[src/verilog/scalar_pkg.sv]
package scalar_pkg;

	////////////////////////////////////////////////////////////
	// Widths
	////////////////////////////////////////////////////////////
	localparam int DATA_W  = 32;
	localparam int REG_N   = 16;
	localparam int INSTR_W = 16;
	localparam int ISSUE_W = 4;	// ROB depth must stay within 2**ISSUE_W

	typedef logic [DATA_W-1:0]        data_t;
	typedef logic [$clog2(REG_N)-1:0] reg_idx_t;
	typedef logic [INSTR_W-1:0]       instr_t;
	typedef logic [ISSUE_W-1:0]       issue_no_t;

	// Opcode field, instr[15:12]; unlisted codes are no-operations
	typedef enum logic [3:0] {
		OP_LDI  = 4'h1,	// dst <= zero-extended instr[7:0]
		OP_ADD  = 4'h2,
		OP_SUB  = 4'h3,
		OP_AND  = 4'h4,
		OP_OR   = 4'h5,
		OP_XOR  = 4'h6,
		OP_MUL  = 4'h7,	// Lower 32 bits of the product
		OP_HALT = 4'hf
	} opcode_t;

	////////////////////////////////////////////////////////////
	// Bundles
	////////////////////////////////////////////////////////////
	typedef struct packed {
		logic       cyc;
		logic       stb;
		logic       we;
		logic [7:0] adr;
		instr_t     dat;
	} wb_req_t;

	typedef struct packed {
		logic   ack;
		instr_t dat;
	} wb_rsp_t;

	typedef struct packed {
		opcode_t    op;
		reg_idx_t   dst;
		logic [7:0] imm;
		issue_no_t  issue_no;
		logic       write;	// Result goes to the register file
	} issue_t;

	typedef struct packed {
		logic      valid;
		issue_no_t issue_no;
		data_t     data;
	} result_t;

	typedef struct packed {
		logic      valid;
		issue_no_t issue_no;
		reg_idx_t  dst;
		logic      write;
		data_t     data;
	} commit_t;

endpackage

[src/verilog/math_unit.sv]
`timescale 1ns/1ps

module math_unit (
	input  logic                clock,
	input  logic                reset,
	input  scalar_pkg::issue_t  issue,
	input  logic                issue_valid,
	input  scalar_pkg::data_t   data1,
	input  scalar_pkg::data_t   data2,
	output scalar_pkg::result_t result
);

	scalar_pkg::issue_t    op_q;	// Waits one cycle for register read
	logic                  op_v;
	logic                  is_mul;
	scalar_pkg::data_t     alu_out;

	logic                  m1_v;
	logic                  m2_v;
	scalar_pkg::issue_no_t m1_no;
	scalar_pkg::issue_no_t m2_no;
	scalar_pkg::data_t     m1_a;
	scalar_pkg::data_t     m1_b;
	scalar_pkg::data_t     m2_p;

	logic                  res_v;
	scalar_pkg::issue_no_t res_no;
	scalar_pkg::data_t     res_data;

	assign is_mul = op_q.op == scalar_pkg::OP_MUL;

	////////////////////////////////////////////////////////////
	// ALU, one cycle
	////////////////////////////////////////////////////////////
	always_comb begin
		case (op_q.op)
			scalar_pkg::OP_LDI: alu_out = scalar_pkg::data_t'(op_q.imm);
			scalar_pkg::OP_ADD: alu_out = data1 + data2;
			scalar_pkg::OP_SUB: alu_out = data1 - data2;
			scalar_pkg::OP_AND: alu_out = data1 & data2;
			scalar_pkg::OP_OR:  alu_out = data1 | data2;
			scalar_pkg::OP_XOR: alu_out = data1 ^ data2;
			default:            alu_out = '0;	// HALT and no-ops commit zero
		endcase
	end

	always_ff @(posedge clock) begin
		if (reset) begin
			op_v  <= 1'b0;
			m1_v  <= 1'b0;
			m2_v  <= 1'b0;
			res_v <= 1'b0;
		end else begin
			op_v  <= issue_valid;
			m1_v  <= op_v && is_mul;
			m2_v  <= m1_v;
			res_v <= (op_v && !is_mul) || m2_v;
		end
	end

	// Multiplier stages: operands, product, result bus
	always_ff @(posedge clock) begin
		op_q  <= issue;
		m1_a  <= data1;
		m1_b  <= data2;
		m1_no <= op_q.issue_no;
		m2_p  <= m1_a * m1_b;	// Lower half kept
		m2_no <= m1_no;
		if (m2_v) begin
			res_no   <= m2_no;
			res_data <= m2_p;
		end else begin
			res_no   <= op_q.issue_no;
			res_data <= alu_out;
		end
	end

	assign result = '{valid: res_v, issue_no: res_no, data: res_data};

endmodule

[config.mk]
export PLATFORM = sky130hd
export DESIGN_NAME = math_unit
export DESIGN_NICKNAME = d
export VERILOG_FILES = /design/src/verilog/scalar_pkg.sv /design/src/verilog/math_unit.sv
export SDC_FILE = /design/constraint.sdc
export NUM_CORES = 1
export LEC_CHECK = 0
export BUFFER_PORTS_ARGS = -buffer_cell sky130_fd_sc_hd__buf_2
export CORE_ASPECT_RATIO = 2
export CORE_UTILIZATION = 40
export CTS_BUF_LIST = sky130_fd_sc_hd__clkbuf_8
export DETAILED_ROUTE_END_ITERATION = 8
export GPL_TIMING_DRIVEN = 0
export PLACE_DENSITY = 0.58
export SKIP_LAST_GASP = 1
export SLEW_MARGIN = 20
export SYNTH_ARGS = -nofsm -noshare
export SYNTH_HDL_FRONTEND = slang
export SYNTH_SLANG_ARGS = --single-unit
[constraint.sdc]
create_clock -name clock -period 9.4 [get_ports clock]
set_input_delay 0.47 -clock clock [delete_from_list [all_inputs] [get_ports clock]]
set_output_delay 0.47 -clock clock [all_outputs]
set_load 0.05 [all_outputs]
### Word-level counts from Yosys, hierarchy flattened

Cells that the tools add are included.

* reduce and logical (&&, ||, !) cells: 4
* equality and inequality tests: 7
* $add $sub $neg: 2
* multipliers: 1
* multiplexer cells: 3
* bitwise logic cells: 3

Operators with widths (count)
* case mux 32 bit (6 select lines): 1
* adder 32 bit: 1
* bitwise AND 32 bit: 1
* multiplier 32 x 32 -> 32 bit: 1
* two-way mux 32 bit: 1
* OR 32 bit: 1
* subtractor 32 bit: 1
* XOR 32 bit: 1
* equality test 4 x 3 -> 1 bit, second input constant: 4
* equality test 4 x 2 -> 1 bit, second input constant: 2
* equality test 4 x 1 -> 1 bit, second input constant: 1
* two-way mux 4 bit: 1
* logical AND 1 bit: 2
* logical NOT 1 bit: 1
* logical OR 1 bit: 1

* flip-flop bits (word level): 160
* output and inout port bits: 37
* input port bits: 88

### Logic depth before layout (Yosys ltp)

Gate-level depths: netlist (run 1).

* depth after elaboration: 4
* depth in mapped cells: 27
* mapped depth without buffers: 25

### Least setup slack after synthesis (run 1)

Ideal clock, no wire load.

* kind: register -> register
* start: register m1_b[3]
* end: register m2_p[29]
* data required time: 9.328 ns
* buffers on the path: 2
* clock period less this slack: 6.671 ns
* cell stages (with the launch flop): 24
* path slack: 2.729 ns
* arrival: 6.599 ns
* path through: dfxtp_1 clkbuf_1 clkbuf_1 and2_1 fa_1 inv_1 fa_1 fa_1 fa_1 inv_1 fa_1 inv_1 fa_1 inv_1 fa_1 fa_1 ha_1 a2111oi_0 nor3_1 a31o_2 a31o_2 a211oi_1 or3_1 mux2i_1

* longest elaborated chain between the ends: 1

Ends and longest elaborated chain
* start, declared: line math_unit.sv:23 `scalar_pkg::data_t m1_b;`
* start signal, assigned: line math_unit.sv:65 `m1_b <= data2;`
* multiplier 32 x 32 -> 32 bit: line math_unit.sv:67 `m2_p <= m1_a * m1_b;`
* end signal, assigned: line math_unit.sv:67
* end, declared: line math_unit.sv:24 `scalar_pkg::data_t m2_p;`

No other way between the ends.
A chain may end at the register's enable or synchronous reset.

### Worst setup path in the final report (run 1)

* start: register m1_a[2]
* end: register m2_p[30]

* longest elaborated chain between the ends: 1

Ends and longest elaborated chain
* start, declared: line math_unit.sv:22 `scalar_pkg::data_t m1_a;`
* start signal, assigned: line math_unit.sv:64 `m1_a <= data1;`
* multiplier 32 x 32 -> 32 bit: line math_unit.sv:67

No other way between the ends.

==> flow_summary.yaml, run 1 <==
worst_hold_path:
  min-delay-start: "issue[5]"
  holdPathStages: 1
  worstHoldPathType: "input pin to register"
  whs_endpoint: "op_q[5]"
cts:
  cts.sinks: 160
  cts.clk_slew.worst_paths_ps: 100
  postCtsSetupRepairBufs: 0
  clock_latency_ps: 550
  hold_buffers: 0
  cts-resized-gates: 0
  cts-root-buf: "clkbuf_8"
  cts_tree: "yes"
  clock_path_buffers: 3
  cts_made_buffers: 25
  htree_levels: 4
sta:
  rsz0062_at_grt: "false"
  clock-skew-final_ps: 34.1
  fin_ws_ps: 381
  final-setup-viol-count: 0
  slew_viol_final: 0
  tightest_slew_ps: 1230
  fmax_ghz: 0.111
  relSlewSlack_pct: 18.0
  finalHoldViolCount: 0
  period_needed_ps: 9020
  timing.hold.ws_ps: 31.5
  finalCritPeriodShare_pct: 96.0
  tns_ps: 0
placed_design:
  dp_cells: 3457
  portBuffers: 119
  dp_slack_ps: 489
  gp_congestion: 1.03
  dp_hpwl_mm: 75.2
critical_path:
  cp.arrival_ps: 9490
  reg2reg_setup_slack_ps: 380
  ff2ff_path_depth: 24
  slowest_delay_ps: 910
  r2r-start: "m1_a[2]"
  required_ps: 9870
  crit_path_top_delay_cell: "clkbuf_1"
  path_class: "register to register"
  crit_path_cell_trace: "clkbuf_1 -> clkbuf_1 -> nand2_1 -> fa_1 -> inv_1 -> fa_1 -> fa_1 -> inv_1 -> fa_1 -> inv_1 -> ha_1 -> ha_1 -> fa_1 -> fa_1 -> ha_1 -> a211oi_1 -> a32oi_1 -> o21ai_0 -> a211oi_2 -> nor2_1 -> o21ai_0 -> nor4_1 -> nor3_1 -> xor2_1"
  cp-end-kind: "register"
  worstReg2RegEnd: "m2_p[30]"
  critPathMaxFanout: 10
  critPathMostFrequentCell: "fa_1"
  startpoint_type: "register"
yosys:
  synthesis.instances: 2576
  synthAdderAreaFrac_pct: 46.8
  synth_top_family_by_area: "adder cells"
  synthTopCellsByCount: "inv_1, fa_1, nand2_1"
  synthXorXnorAreaFrac_pct: 5.17
  synth-edff-count: 0
  yosys_warnings: 0
  yosysTopAreaCell: "fa_1"
  synth-seq-cells: 160
  synth-compound-area-share_pct: 8.68
  ys_types: 62
  yosys.area_share.simple_pct: 15.8
  yosysMostFrequentCell: "inv_1"
  syn_area_um2: 23400
  synth.top_cells.by_area: "fa_1, dfxtp_1, ha_1, inv_1, and2_1"
  yosysTopAreaCellShare_pct: 35.0
  synth.mux.area_fraction_pct: 0.407
  syn_nets: 3292
  seq_area_frac_synth_pct: 13.7
  async_flop_share_pct: 0
  dominantRegCellSynth: "dfxtp_1"
  syn_area_per_cell_um2: 9.07
global_route:
  grt_pass1_vias: 21100
  antenna_found_initial: 4
  grt_first_pass_wirelength_mm: 133
  grt_overflow: 0
  grt_max_degree: 19
  grtUsageTotal_pct: 31.3
detailed_routing:
  post_drt_via_cell_ratio: 5.37
  drc_errors: 0
  ant_nets: 0
  wl_per_cell_um: 25.7
  wl_met2_mm: 47.4
  drtIter0Drc: 971
  dr.max_layer_used: "met5"
  m1WireLength_mm: 28.0
  dr_wl_met3_mm: 4.21
  drt_wl_total_mm: 89.8
  vias: 18700
  dr.pass1.iters: 5
job:
  drv_cap: 0
die:
  die_y_um: 344
  rows: 125
  dieWidth_um: 173
  start_util_pct: 40.4
  dieArea_um2: 59500
  ios: 125
  design.core.area_um2: 57900
finish:
  num-fill-cells: 5860
  multi_input_area_um2: 18000
  regArea_um2: 3200
  drive_gt1_share_pct: 6.27
  syn_to_final_growth_pct: 8.75
  layoutNonFillerInstCount: 3491
  final_nets: 3438
run_status:
  outcome: "finished clean"
metal layers:
layer  vias up  GRT usage, %
met4         4          30.6
met3       351          4.07
li1       8213             -
met2       795          58.3
met1      9374          29.0
met5         -             0
critical path, delay by kind of cell, from the launching register on:
| family | cells | cell delay [ps] |
|---|---|---|
| and+or+nand+nor | 4 | 750 |
| DFF | 1 | 440 |
| buffers and inverters | 5 | 1740 |
| AOI/OAI and AO/OA | 5 | 1760 |
| xor gates and xnor gates | 1 | 170 |
| adders and majority gates | 9 | 4080 |
through the flow:
stage,utilization [%],cell area (µm²)
floorplan,-,23400
global placement,43.1,24900
detailed placement,43.1,24900
CTS,43.9,25400
global route,43.9,25400
finish,43.9,25400
final cells by class:
type / count / share of cell area [%]
Antenna cell: 1 / 0.00984
Buffer: 117 / 1.75
Clock buffer: 27 / 1.46
Clock inverter: 6 / 0.418
Inverter: 473 / 6.98
Multi-Input combinational cell: 1826 / 70.7
Sequential cell: 160 / 12.6
Tap cell: 762 / 3.75
Timing Repair Buffer: 119 / 2.34
cell usage in the layout, fill, tap and decap left out, types with 80 or more instances in the layout:
cell type and n:
inv_1 475, fa_1 409, nand2_1 300, and2_1 283, ha_1 219, dfxtp_1 160, buf_2 119, clkbuf_1 114
xnor2_1 111, a21oi_1 88, nor2_1 80
flip-flops by register name, indices dropped and copies added (netlist names), 4 cells and up:
| signal | count |
|---|---|
| m1_b | 32 |
| m2_no | 4 |
| m2_p | 32 |
| m1_no | 4 |
| m1_a | 32 |
| res_no | 4 |
| op_q | 16 |
| res_data | 32 |
worst max path at each step:
| stage | from | end | slack (ps) |
|---|---|---|---|
| after floorplan | m1_b[3] | m2_p[29] | 2730 |
| after global placement | m1_a[2] | m2_p[30] | 480 |
| after detailed placement | m1_a[2] | m2_p[30] | 490 |
| after CTS | m1_a[2] | m2_p[30] | 400 |
| after global routing | m1_a[2] | m2_p[30] | 30 |
| final | m1_a[2] | m2_p[30] | 380 |
kinds of logic after synthesis:
| kind of cell | Yosys count |
|---|---|
| simple gates | 742 |
| fa+ha+maj | 628 |
| buf+inv | 590 |
| compound gates | 309 |
| flops | 160 |
| xor+xnor | 138 |
| mux | 9 |
Power of run 1 is left out: the tool's default activity adds up to more than one toggle a clock period on the data nets, which glitch-free logic cannot reach.
==> run 2: changes to the inputs <==
--- a/config.mk
+++ b/config.mk
@@ -12,6 +12,7 @@
 export DETAILED_ROUTE_END_ITERATION = 8
 export GPL_TIMING_DRIVEN = 0
 export PLACE_DENSITY = 0.58
+export REMOVE_ABC_BUFFERS = 1
 export SKIP_LAST_GASP = 1
 export SLEW_MARGIN = 20
 export SYNTH_ARGS = -nofsm -noshare
==> run 2 against run 1 <==
Final cell count shrank 3.0%. Critical path depth shrank 1. Global-route usage shrank 6.8 points. Fmax grew 12%. Sequential share of layout area grew 0.26 points. Largest cell class unchanged.
==> flow_summary.yaml, run 2 (synthesis results as in run 1) <==
cts:
  clock_latency_ps: 500
  cts_made_buffers: 17
  hold_buffers: 0
  postCtsSetupRepairBufs: 0
  cts.clk_slew.worst_paths_ps: 100
  cts-resized-gates: 0
  cts_tree: "yes"
  htree_levels: 4
  cts-root-buf: "clkbuf_8"
  cts.sinks: 160
  clock_path_buffers: 2
detailed_routing:
  vias: 17900
  ant_nets: 0
  wl_per_cell_um: 20.5
  post_drt_via_cell_ratio: 5.27
  dr.pass1.iters: 5
  drtIter0Drc: 824
  drc_errors: 0
  drt_wl_total_mm: 69.6
global_route:
  grt_pass1_vias: 19800
  antenna_found_initial: 9
  grt_max_degree: 65
  grt_first_pass_wirelength_mm: 110
  grtUsageTotal_pct: 24.5
  grt_overflow: 0
critical_path:
  startpoint: "m1_b[7]"
  path_class: "register to register"
  cp_top_family: "adder cells"
  cp.arrival_ps: 8410
  r2r-start: "m1_b[7]"
  startpoint_type: "register"
  critical_path_buf_inv_count: 4
  required_ps: 9770
  reg2reg_setup_slack_ps: 1360
  critPathMostFrequentCell: "fa_1"
  crit_path_cell_trace: "and2_1 -> fa_1 -> fa_1 -> fa_1 -> inv_1 -> fa_1 -> inv_1 -> fa_1 -> inv_1 -> fa_1 -> inv_1 -> fa_1 -> fa_1 -> ha_1 -> and3_1 -> and3_1 -> nand2_1 -> a211oi_1 -> nor2_1 -> o21ai_0 -> nor4_1 -> nor3_1 -> xor2_1"
  critPathMaxFanout: 25
  worstReg2RegEnd: "m2_p[30]"
  crit_path_top_delay_cell: "dfxtp_1"
  cp-end-kind: "register"
  ff2ff_path_depth: 23
  slowest_delay_ps: 1060
finish:
  drive_gt1_share_pct: 7.63
  syn_to_final_growth_pct: 7.53
  layoutNonFillerInstCount: 3387
  final_nets: 3323
  final_cell_mix: "inv_1, fa_1, nand2_1"
  mostFrequentLayoutCell: "inv_1"
die:
  die_y_um: 344
  dieArea_um2: 59500
  design.core.area_um2: 57900
  rows: 125
  start_util_pct: 40.4
  dieWidth_um: 173
  ios: 125
placed_design:
  dp_slack_ps: 1420
  portBuffers: 119
  dp_cells: 3350
  dp_hpwl_mm: 55.2
  gp_congestion: 0.916
sta:
  fin_ws_ps: 1360
  fmax_ghz: 0.124
  finalCritPeriodShare_pct: 85.6
  tns_ps: 0
  clock-skew-final_ps: 14.6
  tightest_slew_ps: 1210
  final-setup-viol-count: 0
  rsz0062_at_grt: "false"
  slew_viol_final: 0
  finalHoldViolCount: 0
  relSlewSlack_pct: 19.5
  timing.hold.ws_ps: 67.5
  period_needed_ps: 8040
run_status:
  outcome: "finished clean"
worst_hold_path:
  whs_endpoint: "op_q[6]"
  min-delay-start: "issue[6]"
  holdPathStages: 1
  worstHoldPathType: "input pin to register"
job:
  drv_cap: 0
## run 2: cell count changes in the layout (fill, tap and decap cells not counted), moves of 8 or more
cell and delta:
dfxtp_1 -21, clkbuf_1 -114, buf_12 +8, clkbuf_8 -9
dfxtp_2 +20
## run 2: through the flow
step           util [%]  area, µm²
2_1_floorplan         -      22900
3_3_place_gp       42.3      24500
3_5_place_dp       42.7      24700
4_1_cts            43.4      25100
5_1_grt            43.4      25100
6_report           43.4      25100
## run 2: how the worst max path moves through the flow
stage / slack (ps) / cells past startpoint / to
final: 1360 / 23 / m2_p[30]
after global placement: 1340 / 25 / m2_p[30]
after floorplan: 2780 / 21 / m2_p[29]
after CTS: 1340 / 23 / m2_p[30]
after detailed placement: 1420 / 23 / m2_p[30]
after global routing: 990 / 23 / m2_p[30]
## run 2: routing by layer
| layer | share of wire, % | vias to the layer above | global-route usage (%) | routed length (µm) |
|---|---|---|---|---|
| li1 | - | 8003 | - | - |
| met1 | 35 | 9018 | 25.4 | 24500 |
| met2 | 53 | 605 | 46.3 | 37200 |
| met3 | 3.9 | 228 | 2.34 | 2740 |
| met4 | 7.3 | 4 | 16.4 | 5090 |
| met5 | 0.039 | - | 0 | 27 |
## run 2: worst register-to-register path, cell delays in order, from the launching register on
cell and delay, ps:
dfxtp_1 1060, and2_1 290, fa_1 460, fa_1 500
fa_1 530, inv_1 50, fa_1 470, inv_1 60
fa_1 500, inv_1 60, fa_1 540, inv_1 50
fa_1 500, fa_1 430, ha_1 370, and3_1 210
and3_1 190, nand2_1 70, a211oi_1 410, nor2_1 170
o21ai_0 310, nor4_1 100, nor3_1 240, xor2_1 350
## run 2: layout make-up
class                           count  area, µm²
Antenna cell                        5       12.5
Multi-Input combinational cell   1826      18000
Clock inverter                     14        133
Fill cell                        5805      32700
Sequential cell                   160       3230
Clock buffer                       18        248
Timing Repair Buffer              129        811
Inverter                          473       1780
Tap cell                          762        953
Power of run 2 is left out for the same reason.
