### src/verilog/scalar_pkg.sv
package scalar_pkg;

	////////////////////////////////////////////////////////////
	// Widths
	////////////////////////////////////////////////////////////
	localparam int DATA_W  = 32;
	localparam int REG_N   = 16;
	localparam int INSTR_W = 16;
	localparam int ISSUE_W = 4;	// ROB depth must stay within 2**ISSUE_W

	typedef logic [DATA_W-1:0]        data_t;
	typedef logic [$clog2(REG_N)-1:0] reg_idx_t;
	typedef logic [INSTR_W-1:0]       instr_t;
	typedef logic [ISSUE_W-1:0]       issue_no_t;

	// Opcode field, instr[15:12]; unlisted codes are no-operations
	typedef enum logic [3:0] {
		OP_LDI  = 4'h1,	// dst <= zero-extended instr[7:0]
		OP_ADD  = 4'h2,
		OP_SUB  = 4'h3,
		OP_AND  = 4'h4,
		OP_OR   = 4'h5,
		OP_XOR  = 4'h6,
		OP_MUL  = 4'h7,	// Lower 32 bits of the product
		OP_HALT = 4'hf
	} opcode_t;

	////////////////////////////////////////////////////////////
	// Bundles
	////////////////////////////////////////////////////////////
	typedef struct packed {
		logic       cyc;
		logic       stb;
		logic       we;
		logic [7:0] adr;
		instr_t     dat;
	} wb_req_t;

	typedef struct packed {
		logic   ack;
		instr_t dat;
	} wb_rsp_t;

	typedef struct packed {
		opcode_t    op;
		reg_idx_t   dst;
		logic [7:0] imm;
		issue_no_t  issue_no;
		logic       write;	// Result goes to the register file
	} issue_t;

	typedef struct packed {
		logic      valid;
		issue_no_t issue_no;
		data_t     data;
	} result_t;

	typedef struct packed {
		logic      valid;
		issue_no_t issue_no;
		reg_idx_t  dst;
		logic      write;
		data_t     data;
	} commit_t;

endpackage

### src/verilog/fetch_unit.sv
`timescale 1ns/1ps

module fetch_unit (
	input  logic               clock,
	input  logic               reset,
	input  logic               start,
	output logic [7:0]         fetch_addr,
	input  scalar_pkg::instr_t fetch_word,
	output logic               instr_valid,
	output scalar_pkg::instr_t instr,
	input  logic               issue_ready,
	input  logic               rob_empty,
	output logic               busy,
	output logic               halted
);

	logic [7:0] pc;
	logic       halt_seen;	// HALT accepted by issue
	logic       accept;
	logic       is_halt;
	logic       load;

	assign fetch_addr = pc;
	assign accept     = instr_valid && issue_ready;
	assign is_halt    = scalar_pkg::opcode_t'(instr[15:12]) == scalar_pkg::OP_HALT;

	// Refill when the slot is free or being emptied, but not past HALT
	assign load = busy && !halt_seen && (!instr_valid || accept) && !(accept && is_halt);

	always_ff @(posedge clock) begin
		if (reset) begin
			pc          <= '0;
			busy        <= 1'b0;
			halted      <= 1'b0;
			halt_seen   <= 1'b0;
			instr_valid <= 1'b0;
		end else if (start) begin
			pc          <= '0;
			busy        <= 1'b1;
			halted      <= 1'b0;
			halt_seen   <= 1'b0;
			instr_valid <= 1'b0;
		end else begin
			if (load) begin
				pc          <= pc + 8'd1;
				instr_valid <= 1'b1;
			end else if (accept) begin
				instr_valid <= 1'b0;
			end
			if (accept && is_halt)
				halt_seen <= 1'b1;
			// Drained, HALT itself has committed
			if (busy && halt_seen && rob_empty) begin
				busy   <= 1'b0;
				halted <= 1'b1;
			end
		end
	end

	always_ff @(posedge clock) begin
		if (load)
			instr <= fetch_word;
	end

endmodule

### config.mk
export PLATFORM = sky130hd
export DESIGN_NAME = fetch_unit
export DESIGN_NICKNAME = d
export VERILOG_FILES = /design/src/verilog/scalar_pkg.sv /design/src/verilog/fetch_unit.sv
export SDC_FILE = /design/constraint.sdc
export NUM_CORES = 1
export LEC_CHECK = 0
export BUFFER_PORTS_ARGS = -buffer_cell sky130_fd_sc_hd__buf_2
export CAP_MARGIN = 0
export CORE_MARGIN = 10
export CORE_UTILIZATION = 35
export CTS_CLUSTER_DIAMETER = 60
export DETAILED_ROUTE_END_ITERATION = 10
export PLACE_DENSITY = 0.61
export SKIP_LAST_GASP = 1
export SLEW_MARGIN = 20
export SYNTH_ARGS = -nofsm -noshare
export SYNTH_HDL_FRONTEND = slang
export SYNTH_SLANG_ARGS = --single-unit
### constraint.sdc
create_clock -name clock -period 3.85 [get_ports clock]
set_input_delay 0.1925 -clock clock [delete_from_list [all_inputs] [get_ports clock]]
set_output_delay 0.1925 -clock clock [all_outputs]
set_load 0.02 [all_outputs]
After elaboration in Yosys (flattened, before gate mapping)

Index checks and enable logic that the tools add are counted.

Register bits after elaboration: 28
Latch bits: 0
RAM bits: 0
ROM bits: 0
Output and inout port bits: 27
Memories: 0

Add/sub/neg operators: 1
Multiply operators: 0
Divide/modulo/power cells: 0
Magnitude comparators: 0
Eq/ne operators: 1
Shift-type cells: 0
Multiplexer cells: 4
Bitwise operators: 0
Reductions and logical operators: 14

Operator list:

| operator                                                       | count |
|---|---|
| 8-bit by 1-bit adder with 8-bit output (second input constant) | 1 |
| 1-bit logical AND                                              | 7 |
| 4-bit == test (second input constant)                          | 1 |
| 1-bit two-way mux                                              | 4 |
| 2-bit nonzero test                                             | 2 |
| 1-bit logical NOT                                              | 3 |
| 2-bit OR reduction                                             | 1 |
| 1-bit logical OR                                               | 1 |

Logic depth before layout (Yosys ltp)

Gate-level depths: netlist of run 1.

Word-level depth: 5
Gate-level depth with buffers: 5

Least setup slack after synthesis of run 1

OpenSTA, ideal clock, no wires.

Path kind: register -> register
Start: register instr[12]
End: register pc[6] (netlist: fetch_addr[6])
Arrival time: 1.460 ns
Path slack: 2.320 ns
Stages on the path, launching flop included: 6
Clock period less this slack: 1.530 ns
Cell sequence: edfxtp_1 nand4_1 o21bai_1 buf_6 or4_1 a21oi_1

Word-level cells in the longest chain between the ends: 4

RTL lines:

| element                | line             | RTL |
|---|---|---|
| start, declared        | fetch_unit.sv:10 | `output scalar_pkg::instr_t instr,` |
| start signal, assigned | fetch_unit.sv:62 | `instr <= fetch_word;` |
| 4-bit == test          | fetch_unit.sv:25 | `assign is_halt = scalar_pkg::opcode_t'(instr[15:12]) == scalar_pkg::OP_HALT;` |
| 1-bit logical AND      | fetch_unit.sv:28 | `assign load = busy && !halt_seen && (!instr_valid \|\| accept) && !(accept && is_halt);` |
| 1-bit logical NOT      | fetch_unit.sv:28 |  |
| 1-bit logical AND      | fetch_unit.sv:28 |  |
| end signal, assigned   | fetch_unit.sv:45 | `pc <= pc + 8'd1;` |
| end, declared          | fetch_unit.sv:17 | `logic [7:0] pc;` |

Every way passes these cells.
A chain may end at the register's enable or synchronous reset.

Final worst setup path of run 1

Start: register instr[12]
End: register pc[7] (netlist: fetch_addr[7])

The elaborated chain is that of the path after synthesis.

==> out/metrics.cfg, run 1 <==
[die]
pin_count=48
dieWidth_um=74.57
die_h_um=74.57
die_area_sq_um=5561
core_area_sq_um=2805
num_rows=19
start_util=0.3715

[routing]
vias_per_cell=4.944
drt_iter0_drc=21
num_vias=875
firstDrtPassIters=4
drc=0
wirelength_mm=2.624
ant_nets=0
wl_per_cell_um=14.82

[place]
dpl.hpwl_mm=1.979
gp_congestion=0.7026
numPortBuffers=47

[pwr]
switching_share=0.2142
pwr-share-seq=0.568
ir_drop_v=0.0002293
pwr-share-comb=0.106
clkPwrFrac=0.326
total_power_uw=588.6
internal_power_uw=462.5
power_density_nw_per_um2=391.4
p_leak_uw=0.0006333
p_sw_uw=126.1

[critical_path]
crit_path_start_kind=register
critPathRequiredTime_ns=4.12
reg2reg_to=fetch_addr[7]
cp-endpoint=fetch_addr[7]
arrival_ns=1.77
worst-path-max-fanout=11
worstSetupEndpointType=register
path_class=reg -> reg
r2r-start=instr[12]
reg2reg_depth=4
startpoint=instr[12]
reg2reg_slack_ns=2.36

[outcome]
status=completed

[global_route]
use_met2=0.1720
grt_usage=0.1001
grt_most_used_layer=met2
grt_util_met1=0.1135
grt_start_max_net_pins=18
grt_pass1_wl_mm=4.250
antenna_found_initial=0
overflow=0
met3_usage=0.01995
grt_pass1_vias=894

[synth]
seq_area_frac_synth=0.6915
yosys_warnings=0
ys_ff_latch=28
synthAdderAreaFrac=0.01200
synth-simple-area-share=0.1549
synth-main-ff-cell=edfxtp_1
synth_area_sq_um=1042
syn_nets=104
postSynthAreaPerCell_sq_um=12.71
synth-edff-count=16
synth_compound_area_frac=0.1140
synth.distinct_cells=26
synth_top_family_by_area=simple AND/OR/NAND/NOR gates
syn_inst=82
synth.area.mux_share=0.009604
synth_async_sr_flop_share=0
synth-xor-area-share=0

[timing]
tightest_slew_ns=0.6019
relSlewSlack=0.5979
hold_violations=0
fmax_mhz=669.7
setup_viol=0
rsz0062_at_grt=no
drv_slew=0
clock_skew_ns=0.002099
period_share=0.3878
whs_ns=0.02813
tns_ns=0
min_period_ns=1.493

[final_layout]
diodes=0
syn2layout_area_growth_pct=44.30
final_cell_mix=buf_2, edfxtp_1, dlygate4sd3_1, dfxtp_1
fill_cells=257
drive_above_1_share=0.3699
mostFrequentLayoutCell=buf_2
fin_util=0.5361
final_net_count=169

[clocking]
htree_levels=1
cts_sinks=28
clock_latency_ns=0.33
root_buffer=clkbuf_4
numCtsBuffers=3
clockBufferDepth=2
cts.reportedPaths.clkPinSlew_ns=0.15
cts-resized-gates=0
cts_tree=yes

[hold_path]
hp-class=in -> reg
hold-path-cell-count=1

[job]
maxCapViolations=0

-- worst min-delay path by stage --
stage / start / slack, ns / end
after floorplan: reset / 0.26 / busy
after global placement: fetch_word[9] / 0.37 / instr[9]
after detailed placement: fetch_word[1] / 0.37 / instr[1]
after CTS: fetch_word[2] / 0.01 / instr[2]
after global routing: fetch_word[11] / 0.009 / instr[11]
final: fetch_word[11] / 0.03 / instr[11]
-- flip-flops by register name, indices dropped and copies added, names as in the netlist --
| name | cells |
|---|---|
| instr_valid | 1 |
| busy | 1 |
| halted | 1 |
| fetch_addr | 8 |
| halt_seen | 1 |
| instr | 16 |
-- cells in the mapped netlist (all sizes together) (2+ instances only) --
library cell | instances | share of area
dfxtp | 12 | 0.23
o31ai | 4 | 0.029
o21ai | 2 | 0.0096
nand2 | 8 | 0.029
nand3 | 5 | 0.029
a21oi | 8 | 0.038
or4 | 4 | 0.029
nor2 | 5 | 0.018
a31oi | 2 | 0.012
edfxtp | 16 | 0.46
or3 | 2 | 0.012
and3 | 2 | 0.012
-- critical path: stages, from the launching register on --
cell and delay (ns):
edfxtp_1 0.41, nand4_1 0.13, o21bai_1 0.20, or4_1 0.55, a21oi_1 0.14
-- power groups by stage --
stage	Combinational (uW)	Clock, uW	Sequential, uW
floorplan	12.0	0	356
global placement	50.6	0	341
detailed placement	51.8	0	341
CTS	51.9	199	334
global route	68.0	216	336
finish	62.4	192	334
-- layer usage --
| metal | vias to the layer above | part of all wire |
|---|---|---|
| li1 | 440 | - |
| met3 | 8 | 0.040 |
| met5 | - | 0 |
| met1 | 405 | 0.39 |
| met4 | 0 | 0.026 |
| met2 | 22 | 0.55 |
-- timing repair --
action                    4_1_cts  5_1_grt
buffers inserted                0        0
hold endpoints to repair        0       15
hold buffers                    0       15
-- cell type report --
class	instances	area (sq um)	share of cell area
clock inverters	1	30.03	0.01997
flip-flops and latches	28	720.7	0.4792
inverters	1	3.754	0.002496
clock buffers	3	22.52	0.01498
repair buffers	62	385.4	0.2562
multi-input cells	51	302.8	0.2013
well taps	31	38.79	0.02579
-- cell families (layout without fill, tap and decap cells) --
family	after synthesis	count (layout)
adders and majority gates	1	1
muxes	1	1
buffers and inverters	3	67
and+or+nand+nor	30	30
AOI/OAI and AO/OA	19	19
DFF	28	28
-- through the flow --
step | cell area (sq um) | worst slack, ns | cells
after floorplan | 1042 | 2.320 | 82
after global placement | 1301 | 2.427 | 158
after detailed placement | 1301 | 2.390 | 158
after CTS | 1354 | 2.357 | 162
after global routing | 1504 | 2.188 | 177
final | 1504 | 2.357 | 177
Note: power is estimated with default switching activity, not from simulation.
==> run 2, diff against run 1 <==
--- a/config.mk
+++ b/config.mk
@@ -5,13 +5,14 @@
 export SDC_FILE = /design/constraint.sdc
 export NUM_CORES = 1
 export LEC_CHECK = 0
+export ABC_AREA = 1
 export BUFFER_PORTS_ARGS = -buffer_cell sky130_fd_sc_hd__buf_2
 export CAP_MARGIN = 0
 export CORE_MARGIN = 10
 export CORE_UTILIZATION = 35
 export CTS_CLUSTER_DIAMETER = 60
 export DETAILED_ROUTE_END_ITERATION = 10
-export PLACE_DENSITY = 0.61
+export PLACE_DENSITY = 0.6
 export SKIP_LAST_GASP = 1
 export SLEW_MARGIN = 20
 export SYNTH_ARGS = -nofsm -noshare
==> constraint.sdc (replaced) <==
create_clock -name clock -period 1.6 [get_ports clock]
set_input_delay 0.08 -clock clock [delete_from_list [all_inputs] [get_ports clock]]
set_output_delay 0.08 -clock clock [all_outputs]
set_load 0.02 [all_outputs]
==> out/metrics.cfg, run 2 <==
[routing]
vias_per_cell=4.290
drc=0
num_vias=918
wl_per_cell_um=12.34
drt_iter0_drc=40
ant_nets=0
wirelength_mm=2.641
firstDrtPassIters=4

[hold_path]
hp-class=in -> reg

[critical_path]
arrival_ns=1.55
path_class=reg -> reg
crit_chain=nand3_1, a21oi_1, nor2_1, dlygate4sd3_1
worst-path-max-fanout=4
cp_slowest_cell=dlygate4sd3_1
worstSetupEndpointType=register
critPathRequiredTime_ns=1.82
crit_path_start_kind=register
cpPeakStageDelay_ns=0.54

[die]
start_util=0.3652
die_h_um=76.44
dieWidth_um=76.44
die_area_sq_um=5842
core_area_sq_um=3053
pin_count=48
num_rows=20

[timing]
relSlewSlack=0.7397
period_share=0.8287
tightest_slew_ns=0.3890
tns_ns=0
clock_skew_ns=0.003415
fin_ws_ns=0.2741
rsz0062_at_grt=no
setup_viol=0
drv_slew=0
hold_violations=0
min_period_ns=1.326
fmax_mhz=754.2

[final_layout]
final_cell_mix=buf_2, nand2_1, nor2_1, dlygate4sd3_1, edfxtp_1
final_net_count=193
fin_util=0.5279
mostFrequentLayoutCell=buf_2
drive_above_1_share=0.3529
largest_reg_flops=16
diodes=0
largest-register=instr
syn2layout_area_growth_pct=44.56

[synth]
synthAdderAreaFrac=0.01122
synth-main-ff-cell=edfxtp_1
synth_area_leader_cell=edfxtp_1
synth-simple-area-share=0.2480
synth-xor-area-share=0.02357
syn_nets=123
yosysTopAreaCellShare=0.4310
synth-edff-count=16
synth_commonest_cells=nand2_1, nor2_1, edfxtp_1
synth_async_sr_flop_share=0
syn_inst=101
synth_top_family_by_area=simple AND/OR/NAND/NOR gates
postSynthAreaPerCell_sq_um=11.04
seq_area_frac_synth=0.6465
synth.area.mux_share=0
yosys_warnings=0
yosys-top-cells-area=edfxtp_1, dfxtp_1, nand2_1
synth_compound_area_frac=0.03479
ys_ff_latch=28
synth_area_sq_um=1115
synth.distinct_cells=20

[clocking]
htree_levels=1
cts-resized-gates=0
clockBufferDepth=2
clock_latency_ns=0.32
cts_tree=yes
numCtsBuffers=3
cts_sinks=28
cts.reportedPaths.clkPinSlew_ns=0.14
root_buffer=clkbuf_4

[global_route]
antenna_found_initial=0
grt_usage=0.08769
grt_pass1_wl_mm=4.388
overflow=0
grt_pass1_vias=933
grt_start_max_net_pins=23

[place]
gp_congestion=0.8463
dpl.hpwl_mm=1.966
post-place-ws_ns=0.3093
numPortBuffers=47

[job]
maxCapViolations=0

[outcome]
status=completed

[pwr]
p_leak_uw=0.0006984
ir_drop_v=0.0004060
power_density_nw_per_um2=788.4

[run 2: changes by cell type after synthesis, sizes merged, moves of 4 or more]
| cell | delta |
|---|---|
| inv | +9 |
| nand2 | +14 |
| nor2 | +16 |
| o31ai | -4 |
| or4 | -4 |
[run 2: logic make-up (layout without fill, tap and decap cells)]
| group | Yosys count | in the layout |
|---|---|---|
| AOI/OAI and AO/OA | 7 | 7 |
| DFF | 28 | 28 |
| and+or+nand+nor | 52 | 52 |
| adders and majority gates | 1 | 1 |
| xor gates and xnor gates | 3 | 3 |
| buffers and inverters | 10 | 79 |
[run 2: final cells by class]
| class | count | area (sq um) |
|---|---|---|
| Clock buffer | 4 | 26.28 |
| Fill cell | 284 | 1441 |
| Inverter | 10 | 40.04 |
| Multi-Input combinational cell | 63 | 354.1 |
| Sequential cell | 28 | 720.7 |
| Tap cell | 44 | 55.05 |
| Timing Repair Buffer | 65 | 415.4 |
[run 2: what timing repair did]
item | 4_1_cts | 5_1_grt
setup buffers | 0 | 0
hold buffers | 18 | 0
hold endpoints to repair | 17 | 0
setup endpoints to repair | 0 | 0
[run 2: layer usage]
metal	part of all wire	global-route usage
met3	0.094	0.04127
met1	0.48	0.1099
met2	0.42	0.1344
met5	0	0
met4	0.0064	0.01673
[run 2: worst max-delay path, delay by kind of cell, from the launching register on]
| kind | cells | cell delay, ns |
|---|---|---|
| DFF | 1 | 0.40 |
| buffers and inverters | 1 | 0.54 |
| and+or+nand+nor | 2 | 0.16 |
| AOI/OAI and AO/OA | 1 | 0.13 |
[run 2: power breakdown]
part	leakage (uW)	switching [uW]	internal, uW
Clock	0.0000150	188	97.5
Sequential	0.000249	12.1	794
Combinational	0.000434	99.9	79.3
[run 2: metrics by stage]
stage	cells	total power [uW]	cell area (sq um)	hold WS (ns)
CTS	214	1289	1612	0.02429
global route	214	1332	1612	0.03581
finish	214	1271	1612	0.03904
global placement	192	967.0	1405	0.2519
detailed placement	192	968.9	1405	0.2567
floorplan	101	905.7	1115	0.1524
[run 2: worst paths after layout]
check             from  endpoint  slack, ns  cells after the start
max               busy      busy       0.27                      4
min          rob_empty    halted       0.04                      3
max reg2reg       busy      busy       0.27                      4
min reg2reg     halted    halted       0.47                      2
==> run 3, diff against run 2 <==
--- a/config.mk
+++ b/config.mk
@@ -5,14 +5,14 @@
 export SDC_FILE = /design/constraint.sdc
 export NUM_CORES = 1
 export LEC_CHECK = 0
-export ABC_AREA = 1
+export ABC_AREA = 0
 export BUFFER_PORTS_ARGS = -buffer_cell sky130_fd_sc_hd__buf_2
 export CAP_MARGIN = 0
 export CORE_MARGIN = 10
 export CORE_UTILIZATION = 35
 export CTS_CLUSTER_DIAMETER = 60
 export DETAILED_ROUTE_END_ITERATION = 10
-export PLACE_DENSITY = 0.6
+export PLACE_DENSITY = 0.63
 export SKIP_LAST_GASP = 1
 export SLEW_MARGIN = 20
 export SYNTH_ARGS = -nofsm -noshare
==> constraint.sdc (replaced) <==
create_clock -name clock -period 1.2 [get_ports clock]
set_input_delay 0.06 -clock clock [delete_from_list [all_inputs] [get_ports clock]]
set_output_delay 0.06 -clock clock [all_outputs]
set_load 0.02 [all_outputs]
==> out/metrics.cfg, run 3 (synthesis results as in run 1) <==
[outcome]
status=complete, but fails checks
violations=setup timing

[timing]
setup_viol=24
clock_skew_ns=0.004302
rsz0062_at_grt=yes
fin_ws_ns=-0.1499
period_share=1.125
min_period_ns=1.350
fmax_mhz=740.8
hold_violations=0
tns_ns=-2.016
tightest_slew_ns=0.4571
relSlewSlack=0.6953
drv_slew=0

[pwr]
p_leak_uw=0.0007832
p_sw_uw=422.5
power_density_nw_per_um2=1059
ir_drop_v=0.0006963
clkPwrFrac=0.317
pwr-share-comb=0.130
internal_power_uw=1502
switching_share=0.2195
pwr-share-seq=0.552

[place]
dpl.cell_count=179
gp_congestion=0.7260
post-place-ws_ns=-0.2808
dpl.hpwl_mm=2.194
numPortBuffers=47

[final_layout]
diodes=0
largest-register=instr
final_cell_mix=buf_2, buf_4, dlygate4sd3_1, edfxtp_1, dfxtp_4
mostFrequentLayoutCell=buf_2
instances_no_fill=205
fin_util=0.6476
largest_reg_flops=16
drive_above_1_share=0.5690
final_net_count=197
syn2layout_area_growth_pct=74.31

[critical_path]
worst-path-max-fanout=3
worstSetupEndpointType=register
arrival_ns=1.62
critPathRequiredTime_ns=1.47
crit_path_start_kind=register
path_class=reg -> reg

[clocking]
numCtsBuffers=3
clock_latency_ns=0.32
htree_levels=1
cts_sinks=28
root_buffer=clkbuf_4
cts_tree=yes
clockBufferDepth=2
cts.reportedPaths.clkPinSlew_ns=0.15

[die]
die_area_sq_um=5561
core_area_sq_um=2805
pin_count=48
num_rows=19
die_h_um=74.57
dieWidth_um=74.57
start_util=0.3715

[global_route]
grt_pass1_wl_mm=4.843
grt_usage=0.1123
grt_start_max_net_pins=17
overflow=0
antenna_found_initial=0
grt_pass1_vias=1028

[routing]
wirelength_mm=3.069
num_vias=995
wl_per_cell_um=14.97
ant_nets=0
vias_per_cell=4.854
drt_iter0_drc=22
firstDrtPassIters=4
drc=0

[hold_path]
hp-class=in -> reg

[job]
maxCapViolations=0

[run 3: cell count changes in the layout (fill, tap and decap cells not counted), sizes merged, moves of 3 or more]
cell / delta
nor2: -16
xor2: -3
nand2: -14
or4: +4
o31ai: +4
nand4: -3
inv: -8
buf: +23
[run 3: worst max-delay path, cell delays in order (launching register included)]
cell and delay, ns:
dfxtp_4 0.38, ha_2 0.19, nand2_1 0.07, or4_1 0.52
a21oi_2 0.13
[run 3: path summary, 6_finish.rpt]
kind                                     from       endpoint  slack, ns  depth (start not counted)
worst min register to register         halted         halted       0.49                          2
worst max-delay path            fetch_addr[0]  fetch_addr[6]      -0.15                          4
worst max register to register  fetch_addr[0]  fetch_addr[6]      -0.15                          4
worst min-delay path              issue_ready    instr_valid       0.04                          3
[run 3: cell type report]
class	instances	area, sq um
fill	228	988.4
sequential	28	745.7
timing repair buffer	89	598.1
multi-input combinational	51	361.6
tap	31	38.79
clock inverter	1	30.03
clock buffer	3	22.52
inverter	1	11.26
timing repair inverter	1	8.758
[run 3: repair_timing]
| item | CTS | global route |
|---|---|---|
| resized for setup | 9 | 7 |
| gates cloned | 1 | 0 |
| hold buffers | 19 | 0 |
| pin swaps | 2 | 2 |
| buffers inserted | 0 | 2 |
| hold endpoints to repair | 18 | 0 |
| setup endpoints to repair | 24 | 27 |
[run 3: through the flow]
| stage | total power, uW | instance area [sq um] | hold slack [ns] |
|---|---|---|---|
| finish | 1924 | 1817 | 0.04353 |
| floorplan | 1170 | 1079 | 0.1324 |
| detailed placement | 1269 | 1495 | 0.2382 |
| CTS | 1934 | 1779 | 0.03307 |
| global placement | 1264 | 1495 | 0.2359 |
| global route | 1988 | 1817 | 0.05106 |
[run 3: per-layer routing]
metal | vias up | wire length [um] | track usage
met5 | - | 0 | 0
met3 | 6 | 154 | 0.02128
met4 | 0 | 78 | 0.06092
li1 | 496 | - | -
met2 | 23 | 1733 | 0.2190
met1 | 470 | 1104 | 0.1076
[run 3: power groups by stage]
stage | logic, uW | registers, uW | clock network [uW]
4_1_cts | 248 | 1060 | 626
6_report | 251 | 1060 | 611
3_3_place_gp | 185 | 1080 | 0
2_1_floorplan | 40.9 | 1130 | 0
5_1_grt | 271 | 1070 | 650
3_5_place_dp | 188 | 1080 | 0
